==> config.mk <==
export PLATFORM = sky130hd
export DESIGN_NAME = sd_cmd_top
export DESIGN_NICKNAME = d
export VERILOG_FILES = /design/src/sd_cmd_pkg.sv /design/src/sd_cmd_if.sv /design/src/sd_crc7.sv /design/src/sd_cmd_rx.sv /design/src/sd_cmd_exec.sv /design/src/sd_cmd_tx.sv /design/src/sd_cmd_top.sv
export SDC_FILE = /design/constraint.sdc
export NUM_CORES = 1
export LEC_CHECK = 0
export ABC_AREA = 1
export BUFFER_PORTS_ARGS = -buffer_cell sky130_fd_sc_hd__buf_2
export CAP_MARGIN = 20
export CORE_MARGIN = 2
export CORE_UTILIZATION = 62
export DETAILED_ROUTE_END_ITERATION = 6
export GPL_TIMING_DRIVEN = 0
export PLACE_DENSITY = 0.85
export SETUP_SLACK_MARGIN = 0.4
export SLEW_MARGIN = 10
export SYNTH_ARGS = -nofsm -noshare
export SYNTH_HDL_FRONTEND = slang
export SYNTH_SLANG_ARGS = --single-unit
==> constraint.sdc <==
create_clock -name i_clk -period 2.9 [get_ports i_clk]
set_input_delay 0.29 -clock i_clk [delete_from_list [all_inputs] [get_ports i_clk]]
set_output_delay 0.29 -clock i_clk [all_outputs]
set_load 0.02 [all_outputs]
==> src/sd_cmd_pkg.sv <==
`default_nettype none

package sd_cmd_pkg;

    localparam int SD_FRAME_BITS = 48;     // Start, dir, index, arg, CRC7, end

    typedef logic [5:0] sd_cmd_idx_t;

    // Command indices served by the card model
    localparam sd_cmd_idx_t CMD_GO_IDLE          = 6'd0;
    localparam sd_cmd_idx_t CMD_SEND_IF_COND     = 6'd8;
    localparam sd_cmd_idx_t CMD_SEND_STATUS      = 6'd13;
    localparam sd_cmd_idx_t CMD_APP_CMD          = 6'd55;
    localparam sd_cmd_idx_t ACMD_SD_SEND_OP_COND = 6'd41;

    typedef enum logic [1:0] {
        RESP_NONE,                         // No response on the line
        RESP_R1,                           // Card status
        RESP_R3,                           // OCR, index and CRC sent as ones
        RESP_R7                            // Interface condition echo
    } sd_resp_kind_t;

    typedef struct packed {
        sd_cmd_idx_t cmd;
        logic [31:0] arg;
        logic        crc_err;              // Received CRC7 did not match
    } sd_req_t;

    typedef struct packed {
        sd_resp_kind_t kind;
        sd_cmd_idx_t   index;
        logic [31:0]   payload;
    } sd_resp_t;

    // R1 card status bits
    localparam int ST_COM_CRC_ERROR   = 23;
    localparam int ST_ILLEGAL_COMMAND = 22;
    localparam int ST_STATE_LSB       = 9;  // current_state[3:0] starts here
    localparam int ST_APP_CMD         = 5;

    localparam int OCR_BUSY_BIT = 31;      // Set once power-up has completed

endpackage

`default_nettype wire

==> src/sd_cmd_if.sv <==
`timescale 1ns/1ns
`default_nettype none

// Decoded host command from the receiver to the card model
interface sd_req_if;
    import sd_cmd_pkg::*;

    logic    valid;    // One-cycle strobe per accepted frame
    sd_req_t req;
    logic    listen;   // Line is free, receiver may look for a start bit

    modport rx_mp (
        output valid,
        output req,
        input  listen
    );

    modport exec_mp (
        input valid,
        input req
    );
endinterface

// Response to be serialized by the transmitter
interface sd_resp_if;
    import sd_cmd_pkg::*;

    logic     valid;   // One-cycle strobe
    sd_resp_t resp;
    logic     busy;    // Transmitter owns the line

    modport exec_mp (
        output valid,
        output resp,
        input  busy
    );

    modport tx_mp (
        input  valid,
        input  resp,
        output busy
    );
endinterface

`default_nettype wire

==> src/sd_crc7.sv <==
`timescale 1ns/1ns
`default_nettype none

// Serial CRC7, polynomial x^7 + x^3 + 1
module sd_crc7 (
    input  logic       i_clk,
    input  logic       i_nrst,
    input  logic       i_clear,
    input  logic       i_next,
    input  logic       i_dat,
    output logic [6:0] o_crc7
);

    logic [6:0] crc;
    logic       fb;

    assign fb = i_dat ^ crc[6];    // Feedback into taps 0 and 3

    always_ff @(posedge i_clk or negedge i_nrst) begin
        if (!i_nrst) begin
            crc <= '0;
        end else if (i_clear) begin
            crc <= '0;
        end else if (i_next) begin
            crc <= {crc[5:3], crc[2] ^ fb, crc[1:0], fb};
        end
    end

    assign o_crc7 = crc;

endmodule

`default_nettype wire

==> src/sd_cmd_rx.sv <==
`timescale 1ns/1ns
`default_nettype none

module sd_cmd_rx #(
    parameter int P_INIT_CLKS = 74
) (
    input  logic    i_clk,
    input  logic    i_nrst,
    input  logic    i_cmd,
    output logic    o_busy,
    sd_req_if.rx_mp req
);
    import sd_cmd_pkg::*;

    localparam int CNT_W = $clog2(P_INIT_CLKS + 1);

    typedef enum logic [1:0] {
        RX_INIT,       // Power-up clocks
        RX_IDLE,       // Looking for a start bit
        RX_RECV        // Shifting in the frame
    } rx_state_t;

    rx_state_t                state;
    logic [CNT_W-1:0]         init_cnt;
    logic [5:0]               bit_cnt;      // Position of the bit sampled this cycle
    logic [SD_FRAME_BITS-3:0] shift;        // Last 46 line samples
    logic                     crc_clear;
    logic                     crc_next;
    logic [6:0]               crc_calc;
    logic                     frame_end;

    sd_crc7 u_crc7 (
        .i_clk   (i_clk),
        .i_nrst  (i_nrst),
        .i_clear (crc_clear),
        .i_next  (crc_next),
        .i_dat   (i_cmd),
        .o_crc7  (crc_calc)
    );

    // Start bit is zero and leaves the CRC unchanged, so only bits 1..39 are fed
    assign crc_clear = (state != RX_RECV);
    assign crc_next  = (state == RX_RECV) && (bit_cnt < 6'd40);
    assign frame_end = (state == RX_RECV) && (bit_cnt == 6'(SD_FRAME_BITS - 1));
    assign o_busy    = (state == RX_INIT);

    always_ff @(posedge i_clk) begin
        shift <= {shift[SD_FRAME_BITS-4:0], i_cmd};
    end

    always_ff @(posedge i_clk or negedge i_nrst) begin
        if (!i_nrst) begin
            state     <= RX_INIT;
            init_cnt  <= '0;
            bit_cnt   <= '0;
            req.valid <= 1'b0;
        end else begin
            req.valid <= 1'b0;
            case (state)
                RX_INIT: begin
                    init_cnt <= init_cnt + 1'b1;
                    if (init_cnt == CNT_W'(P_INIT_CLKS - 1)) begin
                        state <= RX_IDLE;
                    end
                end
                RX_IDLE: begin
                    if (req.listen && !i_cmd) begin
                        state   <= RX_RECV;
                        bit_cnt <= 6'd1;
                    end
                end
                RX_RECV: begin
                    bit_cnt <= bit_cnt + 1'b1;
                    if (frame_end) begin
                        state     <= RX_IDLE;
                        req.valid <= shift[45];     // Host frames only, dir bit 1
                    end
                end
                default: state <= RX_IDLE;
            endcase
        end
    end

    // At the end bit, shift[45] holds the transmission bit and shift[0] the last CRC bit
    always_ff @(posedge i_clk) begin
        if (frame_end) begin
            req.req.cmd     <= shift[44:39];
            req.req.arg     <= shift[38:7];
            req.req.crc_err <= (crc_calc != shift[6:0]);
        end
    end

endmodule

`default_nettype wire

==> src/sd_cmd_exec.sv <==
`timescale 1ns/1ns
`default_nettype none

module sd_cmd_exec #(
    parameter logic [23:0] P_OCR = 24'hFF8000
) (
    input  logic        i_clk,
    input  logic        i_nrst,
    sd_req_if.exec_mp   req,
    sd_resp_if.exec_mp  resp
);
    import sd_cmd_pkg::*;

    logic          card_ready;     // current_state ready, else idle
    logic          app_cmd;        // Previous command was CMD55
    logic          crc_err_flag;
    logic          illegal_flag;
    logic          acmd41_seen;
    logic          is_acmd41;
    logic          resp_fire;
    sd_resp_kind_t kind;
    logic [31:0]   status;
    logic [31:0]   payload;

    assign is_acmd41 = app_cmd && (req.req.cmd == ACMD_SD_SEND_OP_COND);
    assign resp_fire = (kind != RESP_NONE) && !resp.busy;

    // R1 card status from the current model state
    always_comb begin
        status                     = '0;
        status[ST_COM_CRC_ERROR]   = crc_err_flag;
        status[ST_ILLEGAL_COMMAND] = illegal_flag;
        status[ST_STATE_LSB +: 4]  = {3'b000, card_ready};
        status[ST_APP_CMD]         = app_cmd || (req.req.cmd == CMD_APP_CMD);
    end

    always_comb begin
        kind    = RESP_NONE;
        payload = status;
        if (!req.req.crc_err) begin
            if (is_acmd41) begin
                kind                  = RESP_R3;
                payload               = {8'h00, P_OCR};
                payload[OCR_BUSY_BIT] = acmd41_seen;    // Second ACMD41 completes power-up
            end else begin
                case (req.req.cmd)
                    CMD_SEND_IF_COND: begin
                        kind    = RESP_R7;
                        payload = {20'h00000, req.req.arg[11:0]};  // Voltage and pattern echo
                    end
                    CMD_SEND_STATUS,
                    CMD_APP_CMD:      kind = RESP_R1;
                    default:          kind = RESP_NONE;   // CMD0 and unknown commands
                endcase
            end
        end
    end

    always_ff @(posedge i_clk or negedge i_nrst) begin
        if (!i_nrst) begin
            card_ready   <= 1'b0;
            app_cmd      <= 1'b0;
            crc_err_flag <= 1'b0;
            illegal_flag <= 1'b0;
            acmd41_seen  <= 1'b0;
            resp.valid   <= 1'b0;
        end else begin
            resp.valid <= 1'b0;
            if (req.valid) begin
                resp.valid <= resp_fire;
                app_cmd    <= 1'b0;     // ACMD window is one command long
                if (req.req.crc_err) begin
                    crc_err_flag <= 1'b1;
                end else if (is_acmd41) begin
                    acmd41_seen <= 1'b1;
                    if (acmd41_seen) begin
                        card_ready <= 1'b1;
                    end
                end else begin
                    case (req.req.cmd)
                        CMD_GO_IDLE: begin
                            card_ready   <= 1'b0;
                            crc_err_flag <= 1'b0;
                            illegal_flag <= 1'b0;
                            acmd41_seen  <= 1'b0;
                        end
                        CMD_APP_CMD:      app_cmd <= 1'b1;
                        CMD_SEND_IF_COND,
                        CMD_SEND_STATUS:  ;
                        default:          illegal_flag <= 1'b1;
                    endcase
                end
                // Error bits are clear-on-read
                if ((kind == RESP_R1) && resp_fire) begin
                    crc_err_flag <= 1'b0;
                    illegal_flag <= 1'b0;
                end
            end
        end
    end

    always_ff @(posedge i_clk) begin
        if (req.valid) begin
            resp.resp.kind    <= kind;
            resp.resp.index   <= req.req.cmd;
            resp.resp.payload <= payload;
        end
    end

endmodule

`default_nettype wire

==> src/sd_cmd_tx.sv <==
`timescale 1ns/1ns
`default_nettype none

module sd_cmd_tx (
    input  logic     i_clk,
    input  logic     i_nrst,
    output logic     o_cmd,
    output logic     o_cmd_dir,
    sd_resp_if.tx_mp resp,
    output logic     o_listen
);
    import sd_cmd_pkg::*;

    typedef enum logic [1:0] {
        TX_IDLE,       // Line released to the host
        TX_TURN,       // Turnaround cycle, card drives 1
        TX_SEND        // 48 frame bits
    } tx_state_t;

    tx_state_t                state;
    logic [5:0]               bit_cnt;
    logic [SD_FRAME_BITS-1:0] shift;       // MSB is on the line
    logic                     is_r3;
    logic                     start;
    sd_cmd_idx_t              frame_idx;
    logic                     crc_clear;
    logic                     crc_next;
    logic                     crc_dat;
    logic [6:0]               crc_calc;

    sd_crc7 u_crc7 (
        .i_clk   (i_clk),
        .i_nrst  (i_nrst),
        .i_clear (crc_clear),
        .i_next  (crc_next),
        .i_dat   (crc_dat),
        .o_crc7  (crc_calc)
    );

    assign start     = (state == TX_IDLE) && resp.valid;
    assign frame_idx = (resp.resp.kind == RESP_R3) ? '1 : resp.resp.index;

    // CRC runs one bit ahead of the line so it is complete when bit 39 leaves
    assign crc_clear = (state == TX_IDLE);
    assign crc_next  = (state == TX_TURN) || ((state == TX_SEND) && (bit_cnt < 6'd39));
    assign crc_dat   = (state == TX_TURN) ? shift[SD_FRAME_BITS-1] : shift[SD_FRAME_BITS-2];

    always_ff @(posedge i_clk) begin
        if (start) begin
            shift <= {2'b00, frame_idx, resp.resp.payload, 8'hFF};
            is_r3 <= (resp.resp.kind == RESP_R3);
        end else if (state == TX_SEND) begin
            if (bit_cnt == 6'd39) begin
                shift <= {(is_r3 ? 7'h7F : crc_calc), {(SD_FRAME_BITS - 7){1'b1}}};
            end else begin
                shift <= {shift[SD_FRAME_BITS-2:0], 1'b1};
            end
        end
    end

    always_ff @(posedge i_clk or negedge i_nrst) begin
        if (!i_nrst) begin
            state   <= TX_IDLE;
            bit_cnt <= '0;
        end else begin
            case (state)
                TX_IDLE: if (start) state <= TX_TURN;
                TX_TURN: begin
                    state   <= TX_SEND;
                    bit_cnt <= '0;
                end
                TX_SEND: begin
                    if (bit_cnt == 6'(SD_FRAME_BITS - 1)) begin
                        state <= TX_IDLE;    // End bit was on the line
                    end else begin
                        bit_cnt <= bit_cnt + 1'b1;
                    end
                end
                default: state <= TX_IDLE;
            endcase
        end
    end

    assign o_cmd     = (state == TX_SEND) ? shift[SD_FRAME_BITS-1] : 1'b1;
    assign o_cmd_dir = (state == TX_IDLE);
    assign resp.busy = (state != TX_IDLE);
    assign o_listen  = (state == TX_IDLE);

endmodule

`default_nettype wire

==> src/sd_cmd_top.sv <==
`timescale 1ns/1ns
`default_nettype none

// Card side of the SD command line, host-facing pins only
module sd_cmd_top #(
    parameter int          P_INIT_CLKS = 74,
    parameter logic [23:0] P_OCR       = 24'hFF8000
) (
    input  logic i_clk,
    input  logic i_nrst,
    input  logic i_cmd,       // Line level from the host
    output logic o_cmd,       // Card line value
    output logic o_cmd_dir,   // 1 listening, 0 driving
    output logic o_busy       // Power-up wait
);

    sd_req_if  req_if ();
    sd_resp_if resp_if ();

    sd_cmd_rx #(
        .P_INIT_CLKS (P_INIT_CLKS)
    ) u_rx (
        .i_clk  (i_clk),
        .i_nrst (i_nrst),
        .i_cmd  (i_cmd),
        .o_busy (o_busy),
        .req    (req_if.rx_mp)
    );

    sd_cmd_exec #(
        .P_OCR (P_OCR)
    ) u_exec (
        .i_clk  (i_clk),
        .i_nrst (i_nrst),
        .req    (req_if.exec_mp),
        .resp   (resp_if.exec_mp)
    );

    sd_cmd_tx u_tx (
        .i_clk     (i_clk),
        .i_nrst    (i_nrst),
        .o_cmd     (o_cmd),
        .o_cmd_dir (o_cmd_dir),
        .resp      (resp_if.tx_mp),
        .o_listen  (req_if.listen)
    );

endmodule

`default_nettype wire

==> flow_metrics.py <==
metrics = {
    "route": {
        "wl_per_cell_um": 14.7,
        "finalWirelength_um": 10800,
        "first_pass_iters": 4,
        "antenna_left": 0,
        "dr_total_vias": 3915,
        "drt_iter0_drc": 283,
        "viasPerCell": 5.36,
        "drc": 0,
    },
    "cts": {
        "clock_latency_ns": 0.52,
        "cts_buffers": 17,
        "post_cts_resized": 0,
        "root_buffer": "clkbuf_8",
        "cts_tree": "yes",
        "clock-sinks": 174,
        "cts.htree.levels": 4,
        "cts.clk_slew.worst_paths_ns": 0.07,
        "clockBufferDepth": 2,
    },
    "finish": {
        "nFillCells": 643,
        "multi_input_area_um2": 1580,
        "area_growth_pct": 13.1,
        "postLayoutCellArea_um2": 7240,
        "num_antenna_cells": 0,
        "drive_above_1_share": 0.126,
        "regArea_um2": 4520,
        "layout.nets": 588,
    },
    "setup_path": {
        "cp_top_family": "flip-flops",
        "crit_path_start_kind": "flip-flop",
        "worstPathArrival_ns": 1.72,
        "crit_top_cell": "inv_2",
        "endpoint_kind": "output port",
        "crit_required_ns": 2.61,
        "slowest_delay_ns": 0.46,
        "critical_path_class": "flip-flop to output port",
        "reg2reg_slack_ns": 0.91,
        "path_buf_inv": 3,
        "r2r_cells": 3,
        "crit_fanout": 6,
        "cp_slowest_cell": "dfrtp_1",
        "path_cells": "inv_2 > nor2_4 > inv_2 > or2_1 > buf_2",
        "crit-reg2reg-launch": "u_tx.state[0]",
        "r2r_end": "u_tx.shift[17]",
    },
    "global_route": {
        "grt_pass1_wl_um": 18400,
        "overflow": 0,
        "grt_max_degree": 45,
        "first_global_vias": 3957,
        "antenna_found_initial": 0,
        "grt_usage": 0.216,
    },
    "synthesis": {
        "yosysMostFrequentCell": "edfxtp_1",
        "ys_top_cells_by_count": "edfxtp_1, nor2_1, inv_1, nand2_1, dfxtp_1",
        "synth_top_area_share": 0.385,
        "synth_seq_area_share": 0.707,
        "synth_top_area_cell": "edfxtp_1",
        "synthArstFlopShare": 0.253,
        "synth_area_um2": 6400,
        "synth.distinct_cells": 38,
        "ys.flop_type": "edfxtp_1",
        "syn-instance-count": 555,
        "synth_seq_cells": 174,
        "synth_area_leaders": "edfxtp_1, dfrtp_1, dfxtp_1, nor2_1, inv_1",
        "yosysWarnings": 0,
        "syn_nets": 562,
        "synth_area_per_cell_um2": 11.5,
        "synth_edf_count": 82,
    },
    "sta": {
        "rsz0062_at_grt": "false",
        "fin_setup_tns_ns": 0,
        "slew_headroom": 0.359,
        "period_share": 0.692,
        "clock.fmax_mhz": 498,
        "setup_viol": 0,
        "worstMarginPinSlew_ns": 0.961,
        "finClkSkew_ns": 0.00995,
        "min_period_ns": 2.01,
        "hold_viol": 0,
        "maxSlewViolCount": 0,
    },
    "status": {
        "status": "finished clean",
    },
    "place": {
        "dp_hpwl_um": 6830,
        "gp_congestion": 0.934,
        "placed_area_um2": 6610,
        "numPortBuffers": 5,
    },
    "die": {
        "placementRows": 37,
        "die_area_um2": 11100,
        "die_x_um": 106,
        "die-height_um": 106,
        "fp.coreArea_um2": 10200,
        "io_pins": 6,
        "initial_core_util": 0.628,
    },
    "pwr": {
        "p_comb_frac": 0.055,
        "leakagePower_nw": 2.87,
        "netSwitchingPower_mw": 1.30,
        "design_power_total_mw": 5.35,
        "power.internal_mw": 4.05,
        "ir_worst_vdd_uv": 583,
        "power_density_nw_per_um2": 739,
        "swShare": 0.242,
        "seqPwrFrac": 0.518,
        "clkPwrFrac": 0.427,
    },
    "hold_path": {
        "hold_depth": 0,
        "min_path_type": "flip-flop to flip-flop",
        "holdCritStartpoint": "u_rx.shift[38]",
        "holdPathEnd": "u_rx.shift[39]",
    },
    "run": {
        "drv_cap": 0,
    },
}
[layout make-up]
class                           count  area share
Inverter                           68      0.0356
Multi-Input combinational cell    302       0.218
Clock buffer                       17      0.0572
Tap cell                          136      0.0235
Timing Repair Buffer                7     0.00623
Clock inverter                     15      0.0268
Sequential cell                   174       0.625
Buffer                             11     0.00761
[power groups by stage]
stage | sequential [mW] | combinational [mW] | clock, mW
after floorplan | 2.80 | 0.222 | 0
after global placement | 2.81 | 0.270 | 0
after detailed placement | 2.82 | 0.293 | 0
after CTS | 2.77 | 0.299 | 2.33
after global routing | 2.79 | 0.342 | 2.44
final | 2.77 | 0.294 | 2.28
[per-stage QoR]
stage	hold WS (ns)	util	setup slack, ns	std cells
2_1_floorplan	-0.00559	-	0.792	555
3_5_place_dp	0.313	0.649	0.905	696
4_1_cts	0.332	0.710	0.857	730
5_1_grt	0.333	0.710	0.727	730
6_report	0.324	0.710	0.892	730
3_3_place_gp	0.313	0.648	0.500	696
[cells by family (layout without fill, tap and decap cells)]
| family | count (synthesis) | in the layout | share of synthesized area |
|---|---|---|---|
| flops | 174 | 174 | 0.707 |
| buf+inv | 79 | 118 | 0.0489 |
| compound gates | 80 | 80 | 0.0704 |
| fa+ha+maj | 4 | 4 | 0.00782 |
| simple gates | 199 | 199 | 0.140 |
| xor+xnor | 19 | 19 | 0.0260 |
[worst max-delay path by stage]
stage / startpoint / endpoint / slack (ns) / cells past startpoint
after floorplan: u_tx.state[0] / u_tx.shift[10] / 0.79 / 3
after global placement: u_tx.state[0] / u_tx.shift[9] / 0.50 / 3
after detailed placement: u_tx.state[0] / u_tx.shift[12] / 0.91 / 3
after CTS: u_tx.state[1] / o_cmd / 0.86 / 5
after global routing: u_rx.bit_cnt[0] / u_rx.req.req[1] / 0.73 / 5
final: u_tx.state[1] / o_cmd / 0.89 / 5
[layer usage]
metal | wire length, um | track usage
met1 | 4560 | 0.262
met4 | 127 | 0.0705
met3 | 392 | 0.0668
met5 | 0 | 0
met2 | 5670 | 0.369
[layout by cell type (no fill, tap or decap), drive strengths merged, types with 4 or more instances in the layout]
cell type,netlist,routed
nor2,83,83
edfxtp,82,82
inv,67,74
nand2,65,65
dfxtp,48,48
dfrtp,44,44
o21ai,35,35
nand3,33,33
a21oi,22,22
clkbuf,2,19
xor2,16,16
o22ai,14,14
buf,9,14
nor3,7,7
nand4,6,6
clkinv,1,5
o31ai,4,4
ha,4,4
o211ai,4,4
[worst reg2reg max path, delay by kind of cell (launching register included)]
family,cells,cell delay (ns)
AND/OR/NAND/NOR,3,1.11
flip-flops,1,0.48
[flip-flops by register name, indices dropped and copies added, names as in the netlist, 2 cells and up]
name,count
u_tx.u_crc7.o_crc7,7
u_rx.state,2
u_tx.bit_cnt,6
u_tx.shift,40
u_rx.req.req,19
u_rx.bit_cnt,6
u_exec.resp.resp,24
u_rx.u_crc7.o_crc7,7
u_rx.init_cnt,7
u_rx.shift,46
u_tx.state,2
[what timing repair did]
item	4_1_cts	5_1_grt
hold endpoints to repair	45	0
setup buffers	0	0
hold buffers	2	0
Power figures use the tool's default switching activity.
